--- config.mk ---
export PLATFORM = sky130hd
export DESIGN_NAME = isobus_link
export DESIGN_NICKNAME = d
export VERILOG_FILES = /design/src/rtl/isobus_pkg.sv /design/src/rtl/isobus_link.sv /design/src/rtl/cs_sequencer.sv /design/src/rtl/shift_deserializer.sv /design/src/rtl/shift_serializer.sv /design/src/rtl/frame_timer.sv
export SDC_FILE = /design/constraint.sdc
export NUM_CORES = 1
export LEC_CHECK = 0
export ABC_CLOCK_PERIOD_IN_PS = 2500
export BUFFER_PORTS_ARGS = -buffer_cell sky130_fd_sc_hd__buf_2
export CORE_ASPECT_RATIO = 1.5
export CORE_MARGIN = 4
export CORE_UTILIZATION = 54
export CTS_CLUSTER_SIZE = 12
export DETAILED_ROUTE_END_ITERATION = 10
export PLACE_DENSITY = 0.78
export SYNTH_ARGS = -nofsm -noshare
export SYNTH_HDL_FRONTEND = slang
export SYNTH_SLANG_ARGS = --single-unit
--- constraint.sdc ---
create_clock -name custom_srclk -period 2.5 [get_ports custom_srclk]
set_input_delay 0.125 -clock custom_srclk [delete_from_list [all_inputs] [get_ports custom_srclk]]
set_output_delay 0.125 -clock custom_srclk [all_outputs]
set_load 0.05 [all_outputs]
--- src/rtl/isobus_pkg.sv ---
// Isolated-bus sideband link definitions
// Frame geometry and the vector types shared by the link blocks

package isobus_pkg;

    // Bits per serial frame, one word per frame
    localparam int FRAME_BITS = 8;

    // Converter ports on the isolated bus
    localparam int NUM_PORTS = 4;

    // Zero bits ahead of a per-port mask inside a frame word
    localparam int PAD_BITS = FRAME_BITS - NUM_PORTS;

    localparam int COUNT_BITS = $clog2(FRAME_BITS);
    localparam int PORT_ID_BITS = $clog2(NUM_PORTS);

    // One serial frame word, sent and received MSB first
    typedef logic [FRAME_BITS-1:0] frame_word_t;

    // Bit position within a frame
    typedef logic [COUNT_BITS-1:0] frame_count_t;

    // Last bit position of a frame, where the load strobe is issued
    localparam frame_count_t FRAME_LAST = frame_count_t'(FRAME_BITS - 1);

    // One bit per port: chip selects, clock selects, directions, channel counts
    typedef logic [NUM_PORTS-1:0] port_mask_t;

    // Port number
    typedef logic [PORT_ID_BITS-1:0] port_id_t;

    // Hardware configuration bytes, port 0 in the low byte
    typedef logic [NUM_PORTS*FRAME_BITS-1:0] hwcon_bank_t;

    // ADC overflow flags
    // R3 L3 R2 L2 R1 L1 R0 L0 from high to low
    typedef logic [FRAME_BITS-1:0] ovf_bits_t;

endpackage
--- src/rtl/isobus_link.sv ---
// Isolated-bus sideband link
// Serializes chip selects, clock selects and the rotating configuration
// byte to the converter board, and deserializes overflow and
// direction/channel bits coming back from it

`timescale 1ns/1ps

module isobus_link import isobus_pkg::*; (
    input  logic        custom_srclk,
    input  logic        reset,

    // Per-port settings
    input  port_mask_t  clksel,
    input  hwcon_bank_t hwcons,

    // Configuration access requests
    input  logic        spi_start,
    input  port_id_t    spi_port,
    input  logic        spi_done,
    output logic        spi_busy,

    // Status from the converter board
    input  logic        custom_adc_ovf,
    input  logic        custom_dirchan,
    output ovf_bits_t   aovf,
    output port_mask_t  direction,
    output port_mask_t  num_channels,

    // Shift-register pins
    output logic        sr_load,
    output logic        spi_adc_cs,
    output logic        spi_dac_cs,
    output logic        custom_clksel,
    output logic        custom_adc_hwcon
);

    port_id_t    hwcon_index;
    port_mask_t  adc_cs;
    port_mask_t  dac_cs;
    frame_word_t adc_cs_word;
    frame_word_t dac_cs_word;
    frame_word_t clksel_word;
    frame_word_t hwcon_word;
    frame_word_t dirchan_word;

    frame_timer frame_timer_inst (
        .custom_srclk (custom_srclk),
        .reset        (reset),
        .sr_load      (sr_load),
        .hwcon_index  (hwcon_index)
    );

    cs_sequencer cs_sequencer_inst (
        .custom_srclk (custom_srclk),
        .reset        (reset),
        .sr_load      (sr_load),
        .spi_start    (spi_start),
        .spi_port     (spi_port),
        .spi_done     (spi_done),
        .direction    (direction),
        .adc_cs       (adc_cs),
        .dac_cs       (dac_cs),
        .spi_busy     (spi_busy)
    );

    // Chip selects are active low on the bus
    assign adc_cs_word = {{PAD_BITS{1'b0}}, ~adc_cs};
    assign dac_cs_word = {{PAD_BITS{1'b0}}, ~dac_cs};
    assign clksel_word = {{PAD_BITS{1'b0}}, clksel};

    // One configuration byte per frame
    assign hwcon_word = hwcons[hwcon_index*FRAME_BITS +: FRAME_BITS];

    shift_serializer ser_adc_cs (
        .custom_srclk (custom_srclk),
        .reset        (reset),
        .sr_load      (sr_load),
        .word         (adc_cs_word),
        .serial       (spi_adc_cs)
    );

    shift_serializer ser_dac_cs (
        .custom_srclk (custom_srclk),
        .reset        (reset),
        .sr_load      (sr_load),
        .word         (dac_cs_word),
        .serial       (spi_dac_cs)
    );

    shift_serializer ser_clksel (
        .custom_srclk (custom_srclk),
        .reset        (reset),
        .sr_load      (sr_load),
        .word         (clksel_word),
        .serial       (custom_clksel)
    );

    shift_serializer ser_hwcon (
        .custom_srclk (custom_srclk),
        .reset        (reset),
        .sr_load      (sr_load),
        .word         (hwcon_word),
        .serial       (custom_adc_hwcon)
    );

    shift_deserializer deser_ovf (
        .custom_srclk (custom_srclk),
        .reset        (reset),
        .sr_load      (sr_load),
        .serial       (custom_adc_ovf),
        .word         (aovf)
    );

    shift_deserializer deser_dirchan (
        .custom_srclk (custom_srclk),
        .reset        (reset),
        .sr_load      (sr_load),
        .serial       (custom_dirchan),
        .word         (dirchan_word)
    );

    // High nibble channel counts, low nibble directions (1 = ADC)
    assign num_channels = dirchan_word[FRAME_BITS-1 -: NUM_PORTS];
    assign direction = dirchan_word[NUM_PORTS-1:0];

endmodule

--- src/rtl/cs_sequencer.sv ---
// Chip-select sequencer for converter configuration accesses
// Claims one ADC or DAC chip select on a frame boundary, holds it
// until the access is done and releases it on a later boundary

`timescale 1ns/1ps

module cs_sequencer import isobus_pkg::*; (
    input  logic       custom_srclk,
    input  logic       reset,
    input  logic       sr_load,
    input  logic       spi_start,
    input  port_id_t   spi_port,
    input  logic       spi_done,
    input  port_mask_t direction,
    output port_mask_t adc_cs,
    output port_mask_t dac_cs,
    output logic       spi_busy
);

    typedef enum logic [1:0] {
        ST_IDLE,
        ST_ARM,
        ST_SELECT,
        ST_RELEASE
    } cs_state_t;

    cs_state_t  state;
    port_id_t   port_q;
    logic       dir_q;
    logic       accept;
    port_mask_t port_bit;

    // Requests while busy are dropped
    assign accept = (state == ST_IDLE) && !spi_busy && spi_start;
    assign port_bit = port_mask_t'(1) << port_q;

    // Port and its bus direction are captured with the request
    always_ff @(posedge custom_srclk) begin
        if (accept) begin
            port_q <= spi_port;
            dir_q <= direction[spi_port];
        end
    end

    always_ff @(posedge custom_srclk or posedge reset) begin
        if (reset) begin
            state <= ST_IDLE;
            adc_cs <= '0;
            dac_cs <= '0;
            spi_busy <= 1'b0;
        end else begin
            case (state)
                ST_IDLE: begin
                    // Busy drops one cycle after the release boundary
                    if (spi_busy) begin
                        spi_busy <= 1'b0;
                    end else if (spi_start) begin
                        spi_busy <= 1'b1;
                        state <= ST_ARM;
                    end
                end
                ST_ARM: begin
                    if (sr_load) begin
                        // 1 = ADC bus, 0 = DAC bus
                        if (dir_q) begin
                            adc_cs <= port_bit;
                        end else begin
                            dac_cs <= port_bit;
                        end
                        state <= ST_SELECT;
                    end
                end
                ST_SELECT: begin
                    if (spi_done) begin
                        state <= ST_RELEASE;
                    end
                end
                ST_RELEASE: begin
                    if (sr_load) begin
                        adc_cs <= '0;
                        dac_cs <= '0;
                        state <= ST_IDLE;
                    end
                end
                default: state <= ST_IDLE;
            endcase
        end
    end

    // Only one converter bus is selected at a time
    a_one_bus: assert property (
        @(posedge custom_srclk) disable iff (reset)
        !((|adc_cs) && (|dac_cs))
    ) else $error("ADC and DAC chip selects active together");

    a_one_port: assert property (
        @(posedge custom_srclk) disable iff (reset)
        $onehot0(adc_cs) && $onehot0(dac_cs)
    ) else $error("more than one chip select bit set");

    a_busy_cover: assert property (
        @(posedge custom_srclk) disable iff (reset)
        (state != ST_IDLE) |-> spi_busy
    ) else $error("spi_busy low during an access");

endmodule

--- src/rtl/shift_deserializer.sv ---
// Serial-in, parallel-out shift register for one frame word
// Samples one bit per cycle and publishes the last eight at sr_load,
// with the first-sampled bit in the MSB

`timescale 1ns/1ps

module shift_deserializer import isobus_pkg::*; (
    input  logic        custom_srclk,
    input  logic        reset,
    input  logic        sr_load,
    input  logic        serial,
    output frame_word_t word
);

    frame_word_t shift_reg;
    frame_word_t next_shift;

    // Bits enter at the low end
    assign next_shift = {shift_reg[FRAME_BITS-2:0], serial};

    always_ff @(posedge custom_srclk or posedge reset) begin
        if (reset) begin
            shift_reg <= '0;
        end else begin
            shift_reg <= next_shift;
        end
    end

    // Holding register also takes the bit sampled on the load edge
    always_ff @(posedge custom_srclk or posedge reset) begin
        if (reset) begin
            word <= '0;
        end else if (sr_load) begin
            word <= next_shift;
        end
    end

endmodule

--- src/rtl/shift_serializer.sv ---
// Parallel-in, serial-out shift register for one frame word
// Loads at the frame boundary and sends the word MSB first

`timescale 1ns/1ps

module shift_serializer import isobus_pkg::*; (
    input  logic        custom_srclk,
    input  logic        reset,
    input  logic        sr_load,
    input  frame_word_t word,
    output logic        serial
);

    frame_word_t shift_reg;

    // The line starts low after reset
    always_ff @(posedge custom_srclk or posedge reset) begin
        if (reset) begin
            shift_reg <= '0;
        end else if (sr_load) begin
            shift_reg <= word;
        end else begin
            // Zeros fill in behind the outgoing bits
            shift_reg <= {shift_reg[FRAME_BITS-2:0], 1'b0};
        end
    end

    assign serial = shift_reg[FRAME_BITS-1];

endmodule

--- src/rtl/frame_timer.sv ---
// Frame timer for the isolated-bus shift registers
// Counts bit positions, issues the sr_load strobe at each frame boundary
// and steps the hardware-configuration rotation index once per frame

`timescale 1ns/1ps

module frame_timer import isobus_pkg::*; (
    input  logic     custom_srclk,
    input  logic     reset,
    output logic     sr_load,
    output port_id_t hwcon_index
);

    frame_count_t bit_count;

    // Bit counter wraps naturally after the last position
    always_ff @(posedge custom_srclk or posedge reset) begin
        if (reset) begin
            bit_count <= '0;
            sr_load <= 1'b0;
        end else begin
            bit_count <= bit_count + 1'b1;
            sr_load <= (bit_count == FRAME_LAST);
        end
    end

    // Configuration byte rotates through the ports once per frame
    always_ff @(posedge custom_srclk or posedge reset) begin
        if (reset) begin
            hwcon_index <= '0;
        end else if (sr_load) begin
            hwcon_index <= hwcon_index + 1'b1;
        end
    end

    // Strobe is a single-cycle pulse
    a_sr_load_single: assert property (
        @(posedge custom_srclk) disable iff (reset)
        sr_load |=> !sr_load
    ) else $error("sr_load high for two consecutive cycles");

endmodule

-- After elaboration in Yosys (flattened, before gate mapping)
Cells that the tools add are included.
- flip-flop bits (word level): 82
- $add $sub $neg: 2
- magnitude comparators: 1
- equality and inequality tests: 11
- shifts and indexed selects: 2
- multiplexer cells: 21
- bitwise logic cells: 2
- reduce and logical (&&, ||, !) cells: 8
- operators with widths (operator ; number):
    $mux 8 ; 4
    $shiftx 32x6->8 ; 1
    $mux 4 ; 5
    $pmux 4 s2 ; 2
    $ne 2x2->1 const B ; 6
    $mux 2 ; 5
    $not 4->4 ; 2
    $pmux 2 s4 ; 1
    $reduce_and 4->1 ; 2
    $reduce_and 5->1 ; 1
    $eq 2x2->1 const B ; 2
    $shl 1x2->4 const A ; 1
    $add 3x1->3 const B ; 1
    $eq 3x3->1 const B ; 1
    $lt 2x3->1 const B ; 1
    $mux 1 ; 3
    $add 2x1->2 const B ; 1
    $bmux 1 s2 ; 1
    $eq 2x1->1 const B ; 1
    $logic_and 1x1->1 ; 2
    $logic_not 2->1 ; 1
    $ne 2x1->1 const B ; 1
    $reduce_bool 2->1 ; 1
    $logic_not 1->1 ; 1

-- Logic depth before layout (Yosys ltp)
Gate-level depths: netlist of the first run.
- depth in word-level cells: 4
- depth in mapped cells: 5
- mapped depth without buffers: 5

-- Modules after synthesis
Synthesis of the first run repeated with hierarchy kept, for this count alone.
- cell total of the unflattened synthesis: 201
- area, all modules: 3464.6 um^2
- by module, submodules not included (module ; times used ; cells an instance ; area each (um^2)):
    shift_serializer ; 4 ; 18 ; 327.8
    shift_deserializer ; 2 ; 25 ; 510.5
    cs_sequencer ; 1 ; 47 ; 698.2
    isobus_link ; 1 ; 19 ; 230.2
    frame_timer ; 1 ; 13 ; 203.9

-- Worst setup path after synthesis of the first run
Ideal clock, no wire load.
- path kind: register -> register
- start point: reg frame_timer_inst.sr_load
- end point: reg cs_sequencer_inst.state[1]
- library setup time: 0.125 ns
- arrival: 1.597 ns
- path slack: 0.779 ns
- cell stages (with the launch flop): 5
- buffers on the path: 1
- period minus slack after synthesis: 1.721 ns
- cells stage by stage: dfrtp_1 > buf_2 > o21ba_2 > a221oi_2 > mux2_2
- word-level cells in the longest chain between the ends: 2
- elaborated cells on any way between the ends: 3
- ends and longest elaborated chain (element ; RTL line ; text):
    start: declaration ; frame_timer.sv:10 ; output logic sr_load,
    start signal: assignment ; frame_timer.sv:23 ; sr_load <= (bit_count == FRAME_LAST);
    $ne 2x2->1 (no source line) ; n/a ;
    $reduce_and 5->1 (no source line) (*) ; n/a ;
    end signal: assignment ; cs_sequencer.sv:47 ; state <= ST_IDLE;
    end signal: assignment ; cs_sequencer.sv:59 ; state <= ST_ARM;
    end signal: assignment ; cs_sequencer.sv:70 ; state <= ST_SELECT;
    end: declaration ; cs_sequencer.sv:27 ; cs_state_t state;
Mark *: on every way between the ends. The rest lies on a longest branch, timed or not.
A chain may end at the register's enable or synchronous reset.

-- Worst setup path after layout of the first run
- start point: reg frame_timer_inst.sr_load
- end point: out sr_load
- RTL lines (element ; RTL line ; text):
    end: declaration ; isobus_link.sv:30 ; output logic sr_load,
No word-level cell between the ends.

==> qor.yml, run 1 <==
status: "finished, final reports clean"
grt_use_total: 0.157
finalHoldViolations: 0
leakage_nw: 1.85
synth_top_area_frac: 0.630
ys_ff_latch: 82
p_seq_frac: 0.522
dp_worst_setup_slack_ns: 0.789
fin_total_pwr_w: 0.00303
antenna_found_initial: 0
synth_area_leader_cell: "dfrtp_1"
tns_ns: 0
h-tree-depth: 3
hold_class: "in -> reg"
cts_made_buffers: 9
synth_cells: 195
synth_top_family_by_area: "multiplexers"
place_hpwl_um: 3510
die_h_um: 101
path_cells: "buf_4 -> buf_2"
synth-adder-area-share: 0.0279
clock_sinks: 82
syn_nets: 246
fin_ws_ns: 0.782
drtPass1Iterations: 4
vdd_drop_max_uv: 598
grt_pass1_vias: 1877
grt_setup_unrepaired: "false"
initial_core_util: 0.563
drc: 0
clkLatencyLatePin_ns: 0.34
p_per_area_nw_per_um2: 793
p_clk_frac: 0.278
fin_nets: 327
fin_crit_sh: 0.687
clk_pin_slew_worst_paths_ns: 0.08
post_cts_resized: 0
ys_seq_area_frac: 0.658
p_comb_frac: 0.200
std_cell_rows: 33
required_ns: 2.38
grt_max_degree: 44
start_kind: "flop"
slew_headroom: 0.584
p_int_w: 0.00221
p_switching_w: 0.000817
antenna_left: 0
cap_viol_max_count: 0
synth-compound-area-share: 0.0311
cts_tree: "built"
ioPinCount: 66
fmax_mhz: 582
final.setup_skew_ns: 0.00902
max_stage_delay_ns: 0.46
crit_path_top_delay_cell: "buf_4"
antenna_cells: 0
drv_slew: 0
yosys-top-cells-area: "dfrtp_1, mux2_2, mux4_2, mux2_4, edfxtp_1"
worstMarginPinSlew_ns: 0.623
yosys_warnings: 0
port-buffer-count: 65
p_sw_frac: 0.270
wl_per_cell_um: 13.9
cp_max_fo: 43
cts_root_buffer: "clkbuf_8"
place_congestion: 0.764
drive_gt1_frac: 0.466
coreArea_sq_um: 5570
drt_iter0_markers: 85
synth_cell_type_count: 30
critPathTopFamily: "buffers and inverters"
timing.setup.critical_path_class: "reg -> out"
area_growth_pct: 21.5
num_vias: 1757
avgSynthCellArea_sq_um: 16.1
fin_crit_ns: 1.72
crit_buf_inv: 2
mappedNetlistArea_sq_um: 3140
avgViaCountPerCell: 5.01
end_kind: "primary output"
finalSetupViolCount: 0
grt_pass1_wl_um: 8580
routed_wirelength_um: 4880
synthSimpleGateAreaFrac: 0.0554
clk_path_buf_depth: 2
muxShareOfSynthArea: 0.200
die_w_um: 70.3
worstPathArrival_ns: 1.59
synth_xor_area_frac: 0.00558
overflow: 0
dieArea_sq_um: 7120
-- per-layer routing --
| metal | wire (um) | global-route usage | part of all wire |
|---|---|---|---|
| met3 | 331 | 0.0546 | 0.068 |
| met2 | 2470 | 0.264 | 0.51 |
| met4 | 90 | 0.0664 | 0.018 |
| met5 | 0 | 0 | 0 |
| met1 | 1990 | 0.183 | 0.41 |
-- kinds of logic after synthesis --
family | after synthesis
AOI/OAI and AO/OA | 13
xor gates and xnor gates | 2
adders and majority gates | 7
buffers and inverters | 15
DFF | 82
muxes | 44
and+or+nand+nor | 32
-- Yosys cell counts --
| master | number |
|---|---|
| nor2b_1 | 12 |
| o21ai_0 | 6 |
| and2_1 | 2 |
| mux4_1 | 1 |
| buf_2 | 4 |
| a21oi_1 | 1 |
| nor2_1 | 4 |
| mux4_2 | 8 |
| dfrtp_1 | 79 |
| buf_6 | 1 |
| edfxtp_1 | 3 |
| a221oi_2 | 1 |
| clkbuf_1 | 2 |
| nor3b_1 | 2 |
| nor3_1 | 1 |
| inv_1 | 7 |
| and3b_1 | 1 |
| o21ba_2 | 1 |
| nand2b_1 | 2 |
| xnor2_1 | 1 |
| buf_1 | 1 |
| a21o_1 | 1 |
| mux2_4 | 7 |
| xor2_1 | 1 |
| o221ai_1 | 1 |
| a22oi_2 | 1 |
| ha_1 | 7 |
| mux2_2 | 28 |
| a2bb2oi_1 | 1 |
| nand2_1 | 8 |
-- timing repair --
action / CTS / global route
hold endpoints to repair: 44 / 0
hold buffers: 9 / 0
buffers inserted: 0 / 0
-- layout by cell type, fill, tap and decap left out, drive strengths merged --
cell type and n:
a21o 1, a21oi 1, a221oi 1, a22oi 1, a2bb2oi 1, and2 2, and3b 1, buf 69
clkbuf 13, clkinv 2, clkinvlp 2, dfrtp 79, dlygate4sd3 9, edfxtp 3, ha 7, inv 6
mux2 35, mux4 9, nand2 8, nand2b 2, nor2 4, nor2b 12, nor3 1, nor3b 2
o21ai 6, o21ba 1, o221ai 1, xnor2 1, xor2 1
-- per-stage QoR --
stage               hold slack, ns  utilization  instance area [sq um]  instances
floorplan                    0.156            -                   3140        195
global placement             0.210        0.635                   3540        326
detailed placement           0.218        0.635                   3540        326
CTS                          0.168        0.684                   3810        351
global route                 0.189        0.684                   3810        351
finish                       0.188        0.684                   3810        351
-- worst paths after layout --
| path | slack, ns | cells past startpoint | start | to |
|---|---|---|---|---|
| setup / recovery | 0.78 | 2 | frame_timer_inst.sr_load | sr_load |
| hold / removal | 0.19 | 4 | spi_done | cs_sequencer_inst.state[0] |
| setup reg to reg | 0.79 | 4 | cs_sequencer_inst.state[0] | cs_sequencer_inst.state[1] |
| hold reg to reg | 0.37 | 0 | deser_dirchan.shift_reg[0] | deser_dirchan.shift_reg[1] |
| max in group asynchronous | 1.46 | 4 | reset | deser_ovf.word[4] |
| min in group asynchronous | 0.39 | 3 | reset | deser_ovf.word[1] |
-- worst reg2reg max path, cell delays in order (launching register included) --
cell and delay (ns):
dfrtp_1 0.44, ha_1 0.31, o21ba_2 0.26, a221oi_2 0.23, mux2_2 0.37
-- area by class of cell --
type,instances,area [sq um]
Clock buffer,13,159
Clock inverter,3,23.8
Fill cell,401,1760
Inverter,7,27.5
Multi-Input combinational cell,98,1000
Sequential cell,82,2070
Tap cell,70,87.6
Timing Repair Buffer,78,445
-- power groups by stage --
stage,Combinational (W),Sequential (W),Clock (W)
2_1_floorplan,0.000392,0.00166,0
3_3_place_gp,0.000578,0.00160,0
3_5_place_dp,0.000605,0.00161,0
4_1_cts,0.000618,0.00158,0.000883
5_1_grt,0.000671,0.00160,0.000935
6_report,0.000605,0.00158,0.000841
Power figures use the tool's default switching activity.
==> run 2: changes to the inputs <==
Settings changed: ABC_CLOCK_PERIOD_IN_PS 2500 to 1600.
Clock period 2.5 ns to 1.6 ns, I/O delays scaled along.
==> qor.yml, run 2 (synthesized netlist as in run 1, its figures left out) <==
area_growth_pct: 25.2
die_h_um: 101
r2r-end: "cs_sequencer_inst.state[1]"
crit_start: "cs_sequencer_inst.state[0]"
p_seq_frac: 0.492
p_clk_frac: 0.269
routed_wirelength_um: 5360
num_vias: 1810
post-route-util: 0.705
p_sw_frac: 0.289
final.setup_skew_ns: 0.00771
cts_tree: "built"
clk_pin_slew_worst_paths_ns: 0.08
layout_common_cells: "dfrtp_1, buf_2, mux2_2"
final_common_cell: "dfrtp_1"
antenna_left: 0
place_hpwl_um: 3700
critPathTopFamily: "compound AO/OA/AOI/OAI gates"
initial_core_util: 0.563
slew_headroom: 0.737
clock_sinks: 82
hold_class: "in -> reg"
drv_slew: 0
p_int_w: 0.00358
n_fill_cell: 404
drtPass1Iterations: 3
grt_pass1_wl_um: 9070
grt_use_total: 0.167
cap_viol_max_count: 0
leakage_nw: 1.91
dieArea_sq_um: 7120
max_stage_delay_ns: 0.45
p_per_area_nw_per_um2: 1280
holdWs_ns: 0.154
cts_root_buffer: "clkbuf_8"
std_cell_rows: 33
end_kind: "flop"
crit_end: "cs_sequencer_inst.state[1]"
drc: 0
grt_pass1_vias: 1973
required_ns: 1.83
ioPinCount: 66
avgViaCountPerCell: 5.03
wl_per_cell_um: 14.9
fin_crit_ns: 1.56
cp_max_fo: 5
antenna_cells: 0
place_congestion: 0.695
coreArea_sq_um: 5570
die_w_um: 70.3
grt_max_degree: 80
path_depth: 4
r2r_cells: 4
status: "finished, final reports clean"
clkLatencyLatePin_ns: 0.34
worstMarginPinSlew_ns: 0.394
grt_setup_unrepaired: "true"
fin_nets: 336
fmax_mhz: 640
finalHoldViolations: 0
path_cells: "ha_2 -> o21ba_2 -> a221oi_4 -> mux2_4"
final_cells: 360
cts_made_buffers: 9
drt_iter0_markers: 91
crit_buf_inv: 0
overflow: 0
r2r_slack_ns: 0.04
crit_path_top_delay_cell: "dfrtp_2"
clk_path_buf_depth: 2
port-buffer-count: 65
h-tree-depth: 3
vdd_drop_max_uv: 1000
start_kind: "flop"
fin_total_pwr_w: 0.00503
p_comb_frac: 0.239
antenna_found_initial: 0
fin_crit_sh: 0.976
drive_gt1_frac: 0.507
timing.setup.critical_path_class: "reg -> reg"
finalSetupViolCount: 0
r2r_start: "cs_sequencer_inst.state[0]"
dp.cells: 330
p_switching_w: 0.00145
worstPathArrival_ns: 1.79
-- run 2: cell types whose count changed in the layout (fill, tap and decap cells not counted), moves of 3 or more --
cell,change
mux2_4,+4
buf_4,+8
mux2_2,-4
inv_6,+3
-- run 2: layout make-up --
class	instances	area [sq um]	share of cell area
Multi-Input combinational cell	98	1030	0.263
Inverter	7	30.0	0.00764
Tap cell	70	87.6	0.0223
Sequential cell	82	2070	0.527
Clock inverter	7	58.8	0.0150
Timing Repair Buffer	87	526	0.134
Clock buffer	9	124	0.0315
-- run 2: timing repair --
action,4_1_cts,5_1_grt
hold endpoints to repair,89,0
gates resized for setup,1,9
pin swaps,0,2
setup buffers,4,1
endpoints found under the setup margin,5,10
hold buffers,9,0
-- run 2: tightest hold or removal path, cell delays in order --
cell and delay, ns:
buf_2 0.07, mux4_1 0.19, and2_1 0.12
-- run 2: through the flow --
| stage | setup WS [ns] | TNS, ns | instance area [sq um] |
|---|---|---|---|
| global placement | 0.0241 | 0 | 3590 |
| CTS | 0.00378 | 0 | 3890 |
| global route | -0.0231 | -0.0414 | 3930 |
| floorplan | 0.0193 | 0 | 3140 |
| detailed placement | -0.0286 | -0.0833 | 3590 |
| finish | 0.0381 | 0 | 3930 |
-- run 2: worst min-delay path by stage --
stage / start / to / slack, ns / depth (start not counted)
after CTS: hwcons[24] / ser_hwcon.shift_reg[0] / 0.14 / 3
after global placement: custom_adc_ovf / deser_ovf.shift_reg[0] / 0.20 / 1
after detailed placement: custom_dirchan / deser_dirchan.shift_reg[0] / 0.21 / 1
final: hwcons[24] / ser_hwcon.shift_reg[0] / 0.15 / 3
after global routing: hwcons[5] / ser_hwcon.shift_reg[5] / 0.16 / 3
after floorplan: custom_dirchan / deser_dirchan.shift_reg[0] / 0.11 / 0
-- run 2: power groups by stage --
| stage | Sequential, W | Combinational, W | Clock, W |
|---|---|---|---|
| global placement | 0.00250 | 0.000925 | 0 |
| finish | 0.00248 | 0.00120 | 0.00135 |
| detailed placement | 0.00251 | 0.000976 | 0 |
| global route | 0.00251 | 0.00132 | 0.00149 |
| floorplan | 0.00259 | 0.000614 | 0 |
| CTS | 0.00247 | 0.00109 | 0.00139 |
-- run 2: per-layer routing --
metal,part of all wire,track usage
met1,0.38,0.187
met2,0.54,0.294
met3,0.057,0.0536
met4,0.019,0.0664
met5,0,0
==> run 3: changes to the inputs <==
Settings changed: ABC_AREA from default to 1, PLACE_DENSITY 0.78 to 0.77, SLEW_MARGIN from default to 20.
==> qor.yml, run 3 <==
p_sw_frac: 0.302
hold_depth: 5
avgViaCountPerCell: 4.63
syn_nets: 420
r2r_cells: 7
final_cells: 524
clk_path_buf_depth: 2
clock_sinks: 82
tns_ns: 0
p_seq_frac: 0.530
area_growth_pct: 18.8
wl_per_cell_um: 11.2
antenna_found_initial: 0
mappedNetlistArea_sq_um: 3380
holdWs_ns: 0.0703
initial_core_util: 0.552
crit_buf_inv: 2
slew_headroom: 0.596
cts_root_buffer: "clkbuf_8"
required_ns: 1.52
min-delay-start: "hwcons[0]"
h-tree-depth: 3
routed_wirelength_um: 5880
yosys-top-cells-area: "dfrtp_1, nand2_1, inv_1, nand3_1, edfxtp_1"
finalSetupViolCount: 0
synthArstFlopShare: 0.963
clkLatencyLatePin_ns: 0.33
cts_made_buffers: 9
final.setup_skew_ns: 0.00782
status: "finished, final reports clean"
r2r-end: "cs_sequencer_inst.state[0]"
antenna_cells: 0
avgSynthCellArea_sq_um: 9.17
drive_gt1_frac: 0.211
end_kind: "primary output"
worstMarginPinSlew_ns: 0.605
layout_common_cells: "nand2_1, dfrtp_1, buf_2"
fmax_mhz: 684
final_common_cell: "nand2_1"
drt_iter0_markers: 172
synth_cell_type_count: 27
grt_pass1_vias: 2458
cp_max_fo: 44
grt_setup_unrepaired: "false"
critPathTopFamily: "buffers and inverters"
fin_nets: 497
synth_area_leader_cell: "dfrtp_1"
p_per_area_nw_per_um2: 1170
cts_tree: "built"
die_w_um: 72.6
grt_pass1_wl_um: 10700
fin_crit_ns: 1.46
synthTopCellsByCount: "nand2_1, dfrtp_1, inv_1, nand3_1, o21ai_0"
dieArea_sq_um: 7620
overflow: 0
max_stage_delay_ns: 0.40
postCtsSetupBuffers: 0
clk_pin_slew_worst_paths_ns: 0.08
drv_slew: 0
vdd_drop_max_uv: 580
n_fill_cell: 520
grt_use_total: 0.180
finalHoldViolations: 0
synth_cells: 369
crit_path_top_delay_cell: "dfrtp_1"
std_cell_rows: 35
ys_dominant_reg_cell: "dfrtp_1"
drc: 0
start_kind: "flop"
place_congestion: 0.742
fin_crit_sh: 0.913
p_int_w: 0.00329
leakage_nw: 2.26
min_to: "ser_hwcon.shift_reg[0]"
worstPathArrival_ns: 1.38
cap_viol_max_count: 0
p_comb_frac: 0.201
drtPass1Iterations: 6
post-route-util: 0.656
r2r_start: "cs_sequencer_inst.state[0]"
ys_ff_latch: 82
grt_max_degree: 45
synth_edf_count: 3
num_vias: 2426
synth_top_area_frac: 0.584
ioPinCount: 66
dp.cells: 500
antenna_left: 0
r2r_slack_ns: 0.20
yosys_warnings: 0
path_cells: "buf_6 -> buf_2"
hold_class: "in -> reg"
fin_total_pwr_w: 0.00471
ys_seq_area_frac: 0.611
port-buffer-count: 65
p_switching_w: 0.00142
p_clk_frac: 0.269
place_hpwl_um: 4280
synth_most_common_cell: "nand2_1"
timing.setup.critical_path_class: "reg -> out"
coreArea_sq_um: 6130
die_h_um: 105
-- run 3: cell count changes after synthesis, sizes merged, moves of 12 or more --
cell / change
nand2: +137
inv: +51
mux2: -35
nand3: +21
nor2b: -12
o21ai: +12
-- run 3: final cells by class --
class	instances	area (sq um)	share of cell area
Clock inverter	5	31.3	0.00778
Clock buffer	10	138	0.0342
Tap cell	74	92.6	0.0230
Multi-Input combinational cell	215	976	0.243
Inverter	59	234	0.0582
Timing Repair Buffer	79	482	0.120
Sequential cell	82	2070	0.514
-- run 3: kinds of logic (layout without fill, tap and decap cells) --
group / after synthesis / after routing / synth area share
flip-flops: 82 / 82 / 0.611
XOR/XNOR: 2 / 2 / 0.00518
buffers and inverters: 72 / 153 / 0.101
adder cells (fa/ha/maj): 7 / 7 / 0.0259
AO/OA/AOI/OAI: 22 / 22 / 0.0351
AND/OR/NAND/NOR: 184 / 184 / 0.222
-- run 3: power by group through the flow --
| stage | registers [W] | clock network [W] | logic [W] |
|---|---|---|---|
| after detailed placement | 0.00254 | 0 | 0.000948 |
| after global placement | 0.00253 | 0 | 0.000898 |
| after global routing | 0.00253 | 0.00140 | 0.00111 |
| final | 0.00250 | 0.00127 | 0.000948 |
| after CTS | 0.00250 | 0.00131 | 0.000968 |
| after floorplan | 0.00262 | 0 | 0.000585 |
-- run 3: repair_timing --
item | CTS | global route
hold buffers | 9 | 0
resized for setup | 1 | 0
endpoints found under the hold margin | 35 | 0
setup endpoints to repair | 1 | 0
-- run 3: worst max-delay path by stage --
| stage | slack (ns) | endpoint | start | cells after the start |
|---|---|---|---|---|
| 2_1_floorplan | 0.24 | deser_dirchan.word[2] | frame_timer_inst.sr_load | 6 |
| 3_3_place_gp | 0.30 | cs_sequencer_inst.state[0] | cs_sequencer_inst.state[0] | 7 |
| 3_5_place_dp | 0.21 | cs_sequencer_inst.state[1] | cs_sequencer_inst.state[0] | 7 |
| 4_1_cts | 0.09 | sr_load | frame_timer_inst.sr_load | 2 |
| 5_1_grt | 0.03 | sr_load | frame_timer_inst.sr_load | 2 |
| 6_report | 0.14 | sr_load | frame_timer_inst.sr_load | 2 |
-- run 3: metal layers --
metal  wire [um]  GRT usage  vias up
met5           0          0        -
met1        2370      0.204     1113
li1            -          -     1254
met4         109     0.0673        0
met2        3150      0.316       52
met3         245     0.0472        7
-- run 3: tightest hold or removal path, cell delays in order --
cell	delay [ns]
buf_2	0.09
inv_1	0.04
nand2_1	0.05
nand3_2	0.06
a21oi_2	0.04
-- run 3: metrics by stage --
stage / cell area, sq um / worst slack (ns)
after floorplan: 3390 / 0.238
after global placement: 3760 / 0.297
after detailed placement: 3760 / 0.210
after CTS: 4020 / 0.0919
after global routing: 4020 / 0.0318
final: 4020 / 0.138
